**src/hdl/noc_settings.svh**
```systemverilog
`ifndef NOC_SETTINGS_SVH
`define NOC_SETTINGS_SVH

//////////////////////////////
// Buffering
//////////////////////////////

// Flits held by each input virtual-channel buffer.
`define NOC_BUFFER_SIZE 8

// Fill count at which the on/off line to the sender goes low.
// It comes back high at half this level.
`define NOC_ON_OFF_LEVEL 6

//////////////////////////////
// Flit format
//////////////////////////////

// Virtual channels per link, the same count upstream and downstream.
`define NOC_VC_NUM 2

`define NOC_DATA_WIDTH 32

`endif

```
**src/hdl/noc_pkg.sv**
```systemverilog
`default_nettype none

`include "noc_settings.svh"

package noc_pkg;

    //////////////////////////////
    // Flit fields
    //////////////////////////////

    // Position of a flit inside its packet.
    // A one-flit packet is marked HEADTAIL.
    typedef enum logic [1:0] {
        HEAD,
        BODY,
        TAIL,
        HEADTAIL
    } flit_label_t;

    // Router output directions, carried next to the head flit.
    typedef enum logic [2:0] {
        LOCAL,
        NORTH,
        SOUTH,
        EAST,
        WEST
    } port_t;

    // Index of a virtual channel on either side of the router.
    typedef logic [$clog2(`NOC_VC_NUM)-1:0] vc_id_t;

    // One flit as it travels on a link, 35 bits with the default widths.
    typedef struct packed {
        flit_label_t                flit_label;
        vc_id_t                     vc_id;
        logic [`NOC_DATA_WIDTH-1:0] data;
    } flit_t;

endpackage

`default_nettype wire

```
**src/hdl/flit_fifo.sv**
```systemverilog
`timescale 1ns/1ps
`default_nettype none

`include "noc_settings.svh"

module flit_fifo (
    input  logic           clk,
    input  logic           rst,
    input  noc_pkg::flit_t data_i,
    input  logic           write_i,
    input  logic           read_i,
    output noc_pkg::flit_t data_o,
    output logic           is_full_o,
    output logic           is_empty_o,
    output logic           on_off_o
);

    localparam int DEPTH = `NOC_BUFFER_SIZE;
    localparam int PTR_W = $clog2(DEPTH);
    localparam int CNT_W = $clog2(DEPTH + 1);

    noc_pkg::flit_t memory [DEPTH];

    logic [PTR_W-1:0] rd_ptr;
    logic [PTR_W-1:0] wr_ptr;
    logic [CNT_W-1:0] count;
    logic [CNT_W-1:0] count_next;

    // Advance a pointer by one slot and wrap at the end of the storage.
    function automatic logic [PTR_W-1:0] next_ptr(input logic [PTR_W-1:0] ptr);
        if (ptr == PTR_W'(DEPTH - 1))
            return '0;
        return ptr + 1'b1;
    endfunction

    assign is_full_o  = (count == CNT_W'(DEPTH));
    assign is_empty_o = (count == '0);

    // The front flit is visible without a read, one cycle after it was written.
    assign data_o = memory[rd_ptr];

    // A simultaneous read and write leave the fill count unchanged.
    always_comb
    begin
        count_next = count;
        if (write_i && !read_i)
            count_next = count + 1'b1;
        else if (read_i && !write_i)
            count_next = count - 1'b1;
    end

    always_ff @(posedge clk)
    begin
        if (write_i)
            memory[wr_ptr] <= data_i;
    end

    // The on/off flag follows the next count, so it drops on the same edge
    // at which the fill level reaches the threshold. The two spare slots
    // above the threshold absorb the flits already on their way.
    always_ff @(posedge clk, posedge rst)
    begin
        if (rst)
        begin
            rd_ptr   <= '0;
            wr_ptr   <= '0;
            count    <= '0;
            on_off_o <= 1'b1;
        end
        else
        begin
            if (write_i)
                wr_ptr <= next_ptr(wr_ptr);
            if (read_i)
                rd_ptr <= next_ptr(rd_ptr);
            count <= count_next;
            // Hysteresis keeps the line from toggling on every flit.
            if (count_next >= CNT_W'(`NOC_ON_OFF_LEVEL))
                on_off_o <= 1'b0;
            else if (count_next <= CNT_W'(`NOC_ON_OFF_LEVEL / 2))
                on_off_o <= 1'b1;
        end
    end

    // A sender that ignores on/off for too long would overwrite the front flit.
    a_no_overflow: assert property (@(posedge clk) disable iff (rst)
        write_i |-> !is_full_o);

    // The switch side must never pop a flit that was not yet stored.
    a_no_underflow: assert property (@(posedge clk) disable iff (rst)
        read_i |-> !is_empty_o);

endmodule

`default_nettype wire

```
**src/hdl/output_allocator.sv**
```systemverilog
`timescale 1ns/1ps
`default_nettype none

`include "noc_settings.svh"

module output_allocator (
    input  logic                             clk,
    input  logic                             rst,
    input  logic           [`NOC_VC_NUM-1:0] va_req_i,
    input  logic           [`NOC_VC_NUM-1:0] sa_req_i,
    input  noc_pkg::flit_t [`NOC_VC_NUM-1:0] head_flit_i,
    input  noc_pkg::port_t [`NOC_VC_NUM-1:0] out_port_i,
    input  logic           [`NOC_VC_NUM-1:0] release_i,
    input  logic                             link_ack_i,
    output logic           [`NOC_VC_NUM-1:0] va_grant_o,
    output logic           [`NOC_VC_NUM-1:0] pop_o,
    output noc_pkg::vc_id_t                  vc_new_o,
    output logic                             link_req_o,
    output noc_pkg::flit_t                   link_flit_o,
    output noc_pkg::port_t                   link_port_o
);

    localparam int VC_NUM = `NOC_VC_NUM;

    // Four-phase master: raise req, see ack, drop req, see ack fall.
    typedef enum logic [1:0] {LINK_IDLE, LINK_REQ, LINK_WAIT_LOW, LINK_DONE} link_state_t;

    link_state_t link_state;
    link_state_t link_state_next;

    logic [VC_NUM-1:0] free_mask;
    logic [VC_NUM-1:0] free_next;
    logic [VC_NUM-1:0] release_mask;
    logic [VC_NUM-1:0] busy_mask;

    noc_pkg::vc_id_t va_ptr;
    noc_pkg::vc_id_t va_pick;
    noc_pkg::vc_id_t sa_ptr;
    noc_pkg::vc_id_t sa_pick;
    noc_pkg::vc_id_t sa_owner;

    logic va_found;
    logic free_found;
    logic sa_found;
    logic link_start;

    //////////////////////////////
    // Virtual-channel allocation
    //////////////////////////////

    // Both searches start at the round-robin pointer. The index cast wraps
    // around because the channel count is a power of two.
    always_comb
    begin
        va_found = 1'b0;
        va_pick  = va_ptr;
        sa_found = 1'b0;
        sa_pick  = sa_ptr;
        for (int i = 0; i < VC_NUM; i++)
        begin
            if (!va_found && va_req_i[noc_pkg::vc_id_t'(va_ptr + i)])
            begin
                va_found = 1'b1;
                va_pick  = noc_pkg::vc_id_t'(va_ptr + i);
            end
            if (!sa_found && sa_req_i[noc_pkg::vc_id_t'(sa_ptr + i)])
            begin
                sa_found = 1'b1;
                sa_pick  = noc_pkg::vc_id_t'(sa_ptr + i);
            end
        end

        // Lowest free downstream channel, scanned from the top down.
        free_found = 1'b0;
        vc_new_o   = '0;
        for (int i = VC_NUM - 1; i >= 0; i--)
        begin
            if (free_mask[i])
            begin
                free_found = 1'b1;
                vc_new_o   = noc_pkg::vc_id_t'(i);
            end
        end

        va_grant_o = '0;
        if (va_found && free_found)
            va_grant_o[va_pick] = 1'b1;

        // A tail being popped still shows the downstream channel it used.
        release_mask = '0;
        for (int i = 0; i < VC_NUM; i++)
        begin
            if (release_i[i])
                release_mask[head_flit_i[i].vc_id] = 1'b1;
        end

        free_next = free_mask | release_mask;
        if (|va_grant_o)
            free_next[vc_new_o] = 1'b0;
    end

    // Downstream channels that a buffer is still forwarding on.
    always_comb
    begin
        busy_mask = '0;
        for (int i = 0; i < VC_NUM; i++)
        begin
            if (sa_req_i[i])
                busy_mask[head_flit_i[i].vc_id] = 1'b1;
        end
    end

    //////////////////////////////
    // Switch and output link
    //////////////////////////////

    always_comb
    begin
        link_state_next = link_state;
        pop_o           = '0;
        unique case (link_state)
            // A new transfer waits until the previous ack has fallen.
            LINK_IDLE:     if (sa_found && !link_ack_i) link_state_next = LINK_REQ;
            LINK_REQ:
            begin
                if (link_ack_i)
                begin
                    pop_o[sa_owner] = 1'b1;
                    link_state_next = LINK_WAIT_LOW;
                end
            end
            LINK_WAIT_LOW: if (!link_ack_i) link_state_next = LINK_DONE;
            default:       link_state_next = LINK_IDLE;
        endcase
    end

    assign link_start = (link_state == LINK_IDLE) && (link_state_next == LINK_REQ);

    always_ff @(posedge clk, posedge rst)
    begin
        if (rst)
        begin
            free_mask  <= '1;
            va_ptr     <= '0;
            sa_ptr     <= '0;
            sa_owner   <= '0;
            link_state <= LINK_IDLE;
            link_req_o <= 1'b0;
        end
        else
        begin
            free_mask  <= free_next;
            link_state <= link_state_next;
            link_req_o <= (link_state_next == LINK_REQ);
            if (|va_grant_o)
                va_ptr <= va_pick + 1'b1;
            if (link_start)
                sa_owner <= sa_pick;
            // The owner of the finished transfer drops to last priority.
            if (link_state == LINK_DONE)
                sa_ptr <= sa_owner + 1'b1;
        end
    end

    // Flit and port are loaded with the request so they are stable under req.
    always_ff @(posedge clk)
    begin
        if (link_start)
        begin
            link_flit_o <= head_flit_i[sa_pick];
            link_port_o <= out_port_i[sa_pick];
        end
    end

    // A new grant must not hand out a channel that a buffer still forwards on.
    a_grant_free_vc: assert property (@(posedge clk) disable iff (rst)
        (|va_grant_o) |-> !busy_mask[vc_new_o]);

endmodule

`default_nettype wire

```
**src/hdl/vc_buffer.sv**
```systemverilog
`timescale 1ns/1ps
`default_nettype none

module vc_buffer (
    input  logic            clk,
    input  logic            rst,
    input  logic            write_i,
    input  noc_pkg::flit_t  flit_i,
    input  noc_pkg::port_t  out_port_i,
    input  logic            va_grant_i,
    input  noc_pkg::vc_id_t vc_new_i,
    input  logic            pop_i,
    output logic            va_req_o,
    output logic            sa_req_o,
    output noc_pkg::flit_t  head_flit_o,
    output noc_pkg::port_t  out_port_o,
    output logic            release_o,
    output logic            on_off_o
);

    // Packet states: waiting for a head, waiting for a downstream channel,
    // and forwarding flits through the switch.
    typedef enum logic [1:0] {IDLE, VA, SA} state_t;

    state_t          state;
    state_t          state_next;
    noc_pkg::vc_id_t downstream_vc;
    noc_pkg::vc_id_t downstream_vc_next;
    noc_pkg::port_t  out_port_next;
    noc_pkg::flit_t  front_flit;

    logic fifo_write;
    logic fifo_read;
    logic fifo_full;
    logic fifo_empty;
    logic head_in;
    logic follow_in;
    logic last_out;

    flit_fifo u_flit_fifo (
        .clk        (clk),
        .rst        (rst),
        .data_i     (flit_i),
        .write_i    (fifo_write),
        .read_i     (fifo_read),
        .data_o     (front_flit),
        .is_full_o  (fifo_full),
        .is_empty_o (fifo_empty),
        .on_off_o   (on_off_o)
    );

    // Decode of the incoming flit and of the flit at the buffer front.
    assign head_in   = (flit_i.flit_label == noc_pkg::HEAD) ||
                       (flit_i.flit_label == noc_pkg::HEADTAIL);
    assign follow_in = (flit_i.flit_label == noc_pkg::BODY) ||
                       (flit_i.flit_label == noc_pkg::TAIL);
    assign last_out  = (front_flit.flit_label == noc_pkg::TAIL) ||
                       (front_flit.flit_label == noc_pkg::HEADTAIL);

    // The switch only sees a request when there is a flit to send.
    assign sa_req_o  = (state == SA) && !fifo_empty;
    assign fifo_read = pop_i && sa_req_o;

    always_comb
    begin
        // The forwarded flit carries the downstream channel, not the input one.
        head_flit_o.flit_label = front_flit.flit_label;
        head_flit_o.vc_id      = downstream_vc;
        head_flit_o.data       = front_flit.data;

        state_next         = state;
        out_port_next      = out_port_o;
        downstream_vc_next = downstream_vc;
        fifo_write         = 1'b0;
        va_req_o           = 1'b0;
        release_o          = 1'b0;

        unique case (state)
            IDLE:
            begin
                // A new packet starts only on a drained buffer.
                if (write_i && head_in && fifo_empty)
                begin
                    fifo_write    = 1'b1;
                    out_port_next = out_port_i;
                    state_next    = VA;
                end
            end
            VA:
            begin
                va_req_o = 1'b1;
                if (va_grant_i)
                begin
                    downstream_vc_next = vc_new_i;
                    state_next         = SA;
                end
                if (write_i && follow_in && !fifo_full)
                    fifo_write = 1'b1;
            end
            SA:
            begin
                // Popping the last flit frees the downstream channel.
                if (fifo_read && last_out)
                begin
                    release_o  = 1'b1;
                    state_next = IDLE;
                end
                if (write_i && follow_in && !fifo_full)
                    fifo_write = 1'b1;
            end
            default:
            begin
                state_next = IDLE;
            end
        endcase
    end

    always_ff @(posedge clk, posedge rst)
    begin
        if (rst)
        begin
            state         <= IDLE;
            downstream_vc <= '0;
            out_port_o    <= noc_pkg::LOCAL;
        end
        else
        begin
            state         <= state_next;
            downstream_vc <= downstream_vc_next;
            out_port_o    <= out_port_next;
        end
    end

    // The allocator may only pop a channel that is asking for the switch.
    a_pop_needs_request: assert property (@(posedge clk) disable iff (rst)
        pop_i |-> sa_req_o);

endmodule

`default_nettype wire

```
**src/hdl/vc_input_port.sv**
```systemverilog
`timescale 1ns/1ps
`default_nettype none

`include "noc_settings.svh"

module vc_input_port (
    input  logic                   clk,
    input  logic                   rst,
    input  logic                   flit_valid_i,
    input  noc_pkg::flit_t         flit_i,
    input  noc_pkg::port_t         out_port_i,
    output logic [`NOC_VC_NUM-1:0] on_off_o,
    input  logic                   link_ack_i,
    output logic                   link_req_o,
    output noc_pkg::flit_t         link_flit_o,
    output noc_pkg::port_t         link_port_o
);

    localparam int VC_NUM = `NOC_VC_NUM;

    // Per-channel wiring between the buffers and the allocator.
    logic           [VC_NUM-1:0] write_vc;
    logic           [VC_NUM-1:0] va_req;
    logic           [VC_NUM-1:0] sa_req;
    logic           [VC_NUM-1:0] va_grant;
    logic           [VC_NUM-1:0] pop;
    logic           [VC_NUM-1:0] release_vc;
    noc_pkg::flit_t [VC_NUM-1:0] head_flit;
    noc_pkg::port_t [VC_NUM-1:0] out_port;
    noc_pkg::vc_id_t             vc_new;

    for (genvar v = 0; v < VC_NUM; v++)
    begin : g_vc
        // The input channel tag of the flit selects the buffer.
        assign write_vc[v] = flit_valid_i && (flit_i.vc_id == noc_pkg::vc_id_t'(v));

        vc_buffer u_vc_buffer (
            .clk         (clk),
            .rst         (rst),
            .write_i     (write_vc[v]),
            .flit_i      (flit_i),
            .out_port_i  (out_port_i),
            .va_grant_i  (va_grant[v]),
            .vc_new_i    (vc_new),
            .pop_i       (pop[v]),
            .va_req_o    (va_req[v]),
            .sa_req_o    (sa_req[v]),
            .head_flit_o (head_flit[v]),
            .out_port_o  (out_port[v]),
            .release_o   (release_vc[v]),
            .on_off_o    (on_off_o[v])
        );
    end

    output_allocator u_output_allocator (
        .clk         (clk),
        .rst         (rst),
        .va_req_i    (va_req),
        .sa_req_i    (sa_req),
        .head_flit_i (head_flit),
        .out_port_i  (out_port),
        .release_i   (release_vc),
        .link_ack_i  (link_ack_i),
        .va_grant_o  (va_grant),
        .pop_o       (pop),
        .vc_new_o    (vc_new),
        .link_req_o  (link_req_o),
        .link_flit_o (link_flit_o),
        .link_port_o (link_port_o)
    );

endmodule

`default_nettype wire

```
**config.mk**
```make
export PLATFORM = sky130hd
export DESIGN_NAME = vc_input_port
export DESIGN_NICKNAME = d
export VERILOG_FILES = /design/src/hdl/noc_pkg.sv /design/src/hdl/flit_fifo.sv /design/src/hdl/output_allocator.sv /design/src/hdl/vc_buffer.sv /design/src/hdl/vc_input_port.sv
export VERILOG_INCLUDE_DIRS = /design/src /design/src/hdl
export SDC_FILE = /design/constraint.sdc
export NUM_CORES = 1
export LEC_CHECK = 0
export CAP_MARGIN = 20
export CORE_MARGIN = 4
export CORE_UTILIZATION = 46
export DETAILED_ROUTE_END_ITERATION = 8
export DONT_BUFFER_PORTS = 1
export REMOVE_ABC_BUFFERS = 1
export SYNTH_ARGS = -nofsm -noshare
export SYNTH_HDL_FRONTEND = slang
export SYNTH_SLANG_ARGS = --single-unit
export TNS_END_PERCENT = 5
```
**constraint.sdc**
```tcl
create_clock -name clk -period 7.99 [get_ports clk]
set_clock_uncertainty 0.1 [all_clocks]
set_input_delay 1.598 -clock clk [delete_from_list [all_inputs] [get_ports clk]]
set_output_delay 1.598 -clock clk [all_outputs]
set_load 0.005 [all_outputs]
```
After elaboration in Yosys (flattened, before gate mapping)
Memories as Yosys holds them, arrays and structs flattened.
Index checks and enable logic that the tools add are counted.
{ "op_classes": {"addsub": 12, "magnitude_cmp": 19, "n_eq_ne": 27, "muxes": 89, "bitwise_logic": 5, "reduce_logical": 62} }
{ "ops": {"columns": ["cell", "n"], "rows": [
  ["35-bit 2-to-1 mux", 2],
  ["1-bit 2-to-1 mux", 48],
  ["1-bit logical AND", 30],
  ["2-bit 2-to-1 mux", 15],
  ["3-bit 2-to-1 mux", 10],
  ["2-bit == test, second input constant", 10],
  ["1-bit by 2-bit less-than comparator with 1-bit output, second input constant", 10],
  ["2-bit one-hot mux with 3 select lines", 3],
  ["4-bit 2-to-1 mux", 4],
  ["3-bit by 1-bit adder with 3-bit output, second input constant", 4],
  ["3-bit == test, second input constant", 4],
  ["1-bit logical NOT", 11],
  ["2-bit by 1-bit == test with 1-bit output, second input constant", 5],
  ["4-bit by 1-bit adder with 4-bit output, second input constant", 2],
  ["4-bit == test, second input constant", 2],
  ["4-bit by 3-bit greater-or-equal comparator with 1-bit output, second input constant", 2],
  ["4-bit by 2-bit <= comparator with 1-bit output, second input constant", 2],
  ["2-bit logical NOT", 4],
  ["4-bit logical NOT", 2],
  ["2-bit AND reduction", 4],
  ["4-bit by 1-bit subtractor with 4-bit output, second input constant", 2],
  ["2-bit by 1-bit != test with 1-bit output, second input constant", 3],
  ["2-bit != test, second input constant", 3],
  ["3-bit AND reduction", 2],
  ["11 further kinds", 30]
]} }
{ "word_totals": {"regBits": 80, "ram_bits": 560, "in_bits": 42, "word_cells": 240, "n_memories": 2} }
{ "memory_table": {"columns": ["name", "depth", "width", "read_ports", "rd_ports_with_merged_regs", "wr", "line_no", "text"], "rows": [
  ["g_vc[0].u_vc_buffer.u_flit_fifo.memory", 8, 35, 1, 0, 1, "flit_fifo.sv:22", "noc_pkg::flit_t memory [DEPTH];"],
  ["g_vc[1].u_vc_buffer.u_flit_fifo.memory", 8, 35, 1, 0, 1, "flit_fifo.sv:22", null]
]} }

Depth between registers and ports, before layout
{ "depth": {"ltp_word": 16, "depth_mapped": 10, "mapped_depth_nobuf": 8} }

Hierarchy
From an unflattened synthesis, not the netlist that was laid out.
{ "unflattened": {"cells_unflattened": 1154, "hier_area_um2": 25802.2} }
{ "by_module_without_submodules": {"columns": ["mod", "n_inst", "cells_per_inst", "area_per_inst_um2", "seq_area_each_um2"], "rows": [
  ["flit_fifo", 2, 471, 11421.0, 8684.6],
  ["output_allocator", 1, 120, 2008.2, 1343.8],
  ["vc_buffer", 2, 45, 467.9, 150.1],
  ["vc_input_port", 1, 2, 16.3, 0.0]
]} }

Least setup slack after synthesis
Ideal clock, no wire load.
{ "synth_timing": {"kind": "in2reg", "start": "input port link_ack_i", "end": "register u_output_allocator.sa_owner", "setup_ns": 0.095, "arrival_time_ns": 8.656, "setup_slack_ns": -0.862, "stages": 2, "n_path_buf": 0, "path_cell_list": "a2111oi_0 mux2_2"} }
{ "synth_between": {"elab_chain_len": 6} }
{ "synth_lines": {"columns": ["element", "line_no", "text"], "rows": [
  ["start: declaration", "vc_input_port.sv:13", "input logic link_ack_i,"],
  ["1-bit logical NOT", "output_allocator.sv:123", "LINK_IDLE: if (sa_found && !link_ack_i) link_state_next = LINK_REQ;"],
  ["1-bit logical AND", "output_allocator.sv:123", null],
  ["2-bit 2-to-1 mux", "output_allocator.sv:123", null],
  ["2-bit one-hot mux with 3 select lines *", "output_allocator.sv:121", "unique case (link_state)"],
  ["2-bit by 1-bit == test with 1-bit output *", "output_allocator.sv:137", "assign link_start = (link_state == LINK_IDLE) && (link_state_next == LINK_REQ);"],
  ["1-bit logical AND *", "output_allocator.sv:137", null],
  ["end signal: assignment", "output_allocator.sv:158", "sa_owner <= sa_pick;"],
  ["end: declaration", "output_allocator.sv:40", "noc_pkg::vc_id_t sa_owner;"]
]} }
Every way passes the cells marked *; elsewhere a longest branch is shown, timed or not.
A chain may end at the register's enable or synchronous reset.

Worst setup path after layout
{ "layout_timing": {"start": "register g_vc[0].u_vc_buffer.u_flit_fifo.rd_ptr[0]", "end": "register g_vc[0].u_vc_buffer.state[0]"} }
{ "layout_between": {"elab_chain_len": 6} }
{ "layout_lines": {"columns": ["element", "line_no", "text"], "rows": [
  ["start: declaration", "flit_fifo.sv:24", "logic [PTR_W-1:0] rd_ptr;"],
  ["start signal: assignment", "flit_fifo.sv:75", "rd_ptr <= next_ptr(rd_ptr);"],
  ["memory 8 x 35 bit *", null, null],
  ["2-bit == test (on tied branches)", "vc_buffer.sv:57, vc_buffer.sv:58", null],
  ["1-bit logical OR *", "vc_buffer.sv:57", "assign last_out = (front_flit.flit_label == noc_pkg::TAIL) ||"],
  ["1-bit logical AND *", "vc_buffer.sv:103", "if (fifo_read && last_out)"],
  ["2-bit != test (no line) *", null, null],
  ["3-bit AND reduction (no line) *", null, null],
  ["end signal: assignment", "vc_buffer.sv:128", "state <= state_next;"],
  ["end: declaration", "vc_buffer.sv:25", "state_t state;"]
]} }
Marks and branches as above.

==> results.txt <==
At the pin with the least slew margin, the transition time is 1.07 ns. The run gives 0.469 as the starting density of the core. The Yosys step of the flow raised 0 warnings. The tools report the maximum clock insertion buffer count as 3. The vertical extent of the die is 238 um.

Category of the worst setup path capture point: a register. The quantity of I/O buffers inserted on ports is 0, and the fraction of post-synthesis cell area in the top cell type by area is 0.719. The post-synth design cell area was 0.0243 sq mm.

The via count normalized by instance count works out to 5.74. After legalization and detailed placement, the total HPWL measured 26.5 mm. Slowest cell on the critical path: dfrtp_4. The routed layout has 11,071 vias. The fraction of the cycle the final worst path needs was 0.441. The clock latency on the worst-skew pair was 0.63 ns.

Clock tree synthesis inserted a total of 61 buffers. The number of failing setup endpoints in the final timing report came out at 0. The tools report the routed wire length as 47.3 mm. The via count of the first global-routing pass is 11,874, and the worst stage delay on the critical path is 0.91 ns. The synthesized netlist contains 52 unique library cells.

The tools report the number of max-slew violations in the final report as 0. The category of the most critical setup path was register to register. The first global-routing pass estimated 73.5 mm of wire. For this design the top-level I/O count stands at 83. The run gives 787 as the number of DRC violations after detailed-routing iteration 0.

The top cell types in the final layout, fill and taps aside, are 582 x edfxtp_1, 136 x mux4_2, 62 x clkbuf_16. At the worst endpoint, the required time is 8.40 ns. In the post-route analysis, the smallest setup slack over all paths is 4.47 ns.

The die covers 0.0566 sq mm. The run gives 0.170 as the total routing usage reported by global routing. Once the clock tree was built, the resizer swapped 0 gates to a different size. Ratio of cells with drive above 1 in the final layout: 0.250.

The synthesized design contains 624 register bits. Traced cell by cell, the critical path runs through buf_4 -> mux4_2 -> mux2i_1 -> o21ai_0 -> and2_1 -> nand2_1 -> mux2_2. The per-instance average area after synthesis is 21.0 sq um, and the total number of nets in the final design is 1,263.

TritonCTS built the clock tree. The most frequent standard cell in the layout excluding fill and tap cells was edfxtp_1. The tools report the total congestion overflow as 0. The worst path needs 3.52 ns of the cycle, external delays included. The clock tree synthesis step divided the H-tree into 2 levels.

In the synthesized netlist the dominant register cell turns out to be edfxtp_1. The async set-or-reset flop fraction in the synthesized netlist came out at 0.0673. The diode insertion count for antenna repair was 0.

Before antenna repair, the detailed router went through 5 iterations. The number of antenna violations at the first check in global routing is 0, and the final RePlAce weighted congestion is 0.744. The die is 238 um wide. The tools report the number of clock sinks seen by CTS as 624. STA classifies the critical path startpoint as a register. The clock slew at the register clock pins of the worst setup and hold paths was 0.06 ns. Yosys attributes the largest share of cell area to edfxtp_1 72%, mux4_2 13%, dfrtp_1 3.9%.

Across the run, the number of max-cap violations was 0. The number of fill cells came out at 3,952. The gate count of the mapped netlist was 1,158. Entering global routing, the biggest net connects 73 pins.

The normalized max-slew margin came out at 0.288. From synthesis to final layout, the design area changed by 12.5%. The count of standard-cell rows was 83; the maximum fanout count along the critical path was 38.

For the worst setup path, the data arrival time is 3.93 ns. The root cell of the clock tree was clkbuf_16. The proportion of synthesized chip area in sequential cells was 0.762; the power density over the cells was 278 mW/mm^2. For the placeable core area, the log shows 0.0518 sq mm. Based on the critical path, the design can be clocked at up to 0.284 GHz. The tools report the number of nets still failing antenna checks after routing as 0. For this run, design rule violations remaining after detail routing come to 0.

Setup slack on the worst reg-to-reg path comes out at 4.47 ns. Cell taking the most area after synthesis: edfxtp_1. The number of hold buffers added after cts is 0. Setup repair after global routing left no endpoint under its margin.

Total negative setup slack: 0 ns. Across the VDD grid, the largest voltage drop is 0.192 mV. After detailed routing, the average wire length per cell comes to 24.5 um.

The run finished with clean final reports. The run gives 0 as the number of setup buffers added after CTS. Summed over all cells, the static leakage comes to 8.54 nW. The worst min-delay path category is register to register.

At the placement stage, the worst setup path has a slack of 3.90 ns. The hold violation count in the final report is 0, and the number of flops mapped to enable cells by yosys is 582.
-- synthesized netlist by cell type, drive strengths merged (2+ instances only) --
cell / n
nor3b: 8
or2: 4
a211oi: 33
nor4b: 4
a21o: 4
nand3: 2
nor2b: 36
dfrtp: 38
clkbuf: 24
xnor2: 7
nor3: 13
mux2: 18
buf: 31
dfstp: 4
inv: 18
o21ai: 13
nand3b: 3
edfxtp: 582
nand2: 29
ha: 22
mux2i: 36
xor2: 2
a31oi: 10
o2111a: 3
o2111ai: 2
a2bb2oi: 2
nand2b: 7
mux4: 136
nor2: 13
and3b: 2
o211ai: 2
a21oi: 37
-- cells by family (layout without fill, tap and decap cells) --
group / after synthesis / after routing / synth area share
multiplexers: 190 / 190 / 0.149
adder cells (fa/ha/maj): 23 / 23 / 0.0117
AO/OA/AOI/OAI: 112 / 112 / 0.0302
flip-flops: 624 / 624 / 0.762
AND/OR/NAND/NOR: 127 / 127 / 0.0299
XOR/XNOR: 9 / 9 / 0.00324
buffers and inverters: 73 / 165 / 0.0135
-- registers in the layout, indices dropped and copies added (netlist names) --
| register | count |
|---|---|
| g_vc.u_vc_buffer.downstream_vc | 2 |
| g_vc.u_vc_buffer.out_port_o | 6 |
| g_vc.u_vc_buffer.state | 4 |
| g_vc.u_vc_buffer.u_flit_fifo.count | 8 |
| g_vc.u_vc_buffer.u_flit_fifo.memory | 544 |
| g_vc.u_vc_buffer.u_flit_fifo.on_off_o | 2 |
| g_vc.u_vc_buffer.u_flit_fifo.rd_ptr | 6 |
| g_vc.u_vc_buffer.u_flit_fifo.wr_ptr | 6 |
| u_output_allocator.free_mask | 2 |
| u_output_allocator.link_flit_o | 35 |
| u_output_allocator.link_port_o | 3 |
| u_output_allocator.link_req_o | 1 |
| u_output_allocator.link_state | 2 |
| u_output_allocator.sa_owner | 1 |
| u_output_allocator.sa_ptr | 1 |
| u_output_allocator.va_ptr | 1 |
-- area by class of cell --
| cell class | instances | area (sq um) | area share |
|---|---|---|---|
| flip-flops and latches | 624 | 18600 | 0.678 |
| multi-input cells | 461 | 5550 | 0.203 |
| clock buffers | 70 | 1580 | 0.0578 |
| well taps | 680 | 851 | 0.0311 |
| clock inverters | 44 | 488 | 0.0178 |
| repair buffers | 33 | 260 | 0.00952 |
| inverters | 18 | 67.6 | 0.00247 |
-- routing by layer --
metal / global-route usage / up-vias / part of all wire
li1: - / 4859 / -
met1: 0.241 / 5923 / 0.44
met2: 0.274 / 214 / 0.49
met3: 0.0324 / 75 / 0.048
met4: 0.0478 / 0 / 0.022
met5: 0 / - / 0
-- path summary, 6_finish.rpt --
check                      depth (start not counted)                                         to                                       from
setup reg to reg                                   7               g_vc[0].u_vc_buffer.state[0]  g_vc[0].u_vc_buffer.u_flit_fifo.rd_ptr[0]
hold reg to reg                                    2                  u_output_allocator.sa_ptr                  u_output_allocator.sa_ptr
setup / recovery                                   7               g_vc[0].u_vc_buffer.state[0]  g_vc[0].u_vc_buffer.u_flit_fifo.rd_ptr[0]
hold / removal                                     2                  u_output_allocator.sa_ptr                  u_output_allocator.sa_ptr
min in group asynchronous                          2          g_vc[1].u_vc_buffer.out_port_o[1]                                        rst
max in group asynchronous                          2  g_vc[1].u_vc_buffer.u_flit_fifo.rd_ptr[2]                                        rst
-- where the power goes --
group / switching [mW] / internal, mW / leakage, nW
sequential: 0.125 / 3.72 / 5.76
clock: 1.22 / 1.71 / 1.01
combinational: 0.437 / 0.379 / 1.77
total: 1.78 / 5.82 / 8.54
-- metrics by stage --
stage	instance area, sq um	util	hold WS [ns]	power [mW]	std cells
2_1_floorplan	24000	-	0.353	4.50	1103
3_3_place_gp	25300	0.487	0.381	4.73	1815
3_5_place_dp	25300	0.487	0.390	4.74	1815
4_1_cts	27300	0.527	0.404	7.69	1929
5_1_grt	27300	0.528	0.418	7.92	1930
6_report	27300	0.528	0.400	7.59	1930
-- critical path, delay by kind of cell, from the launching register on --
kind                   cells  cell delay, ns
buffers and inverters      1            0.68
AO/OA/AOI/OAI              1            0.11
flip-flops                 1            0.91
AND/OR/NAND/NOR            2            0.27
multiplexers               3            1.29
Note: power is estimated with default switching activity, not from simulation.
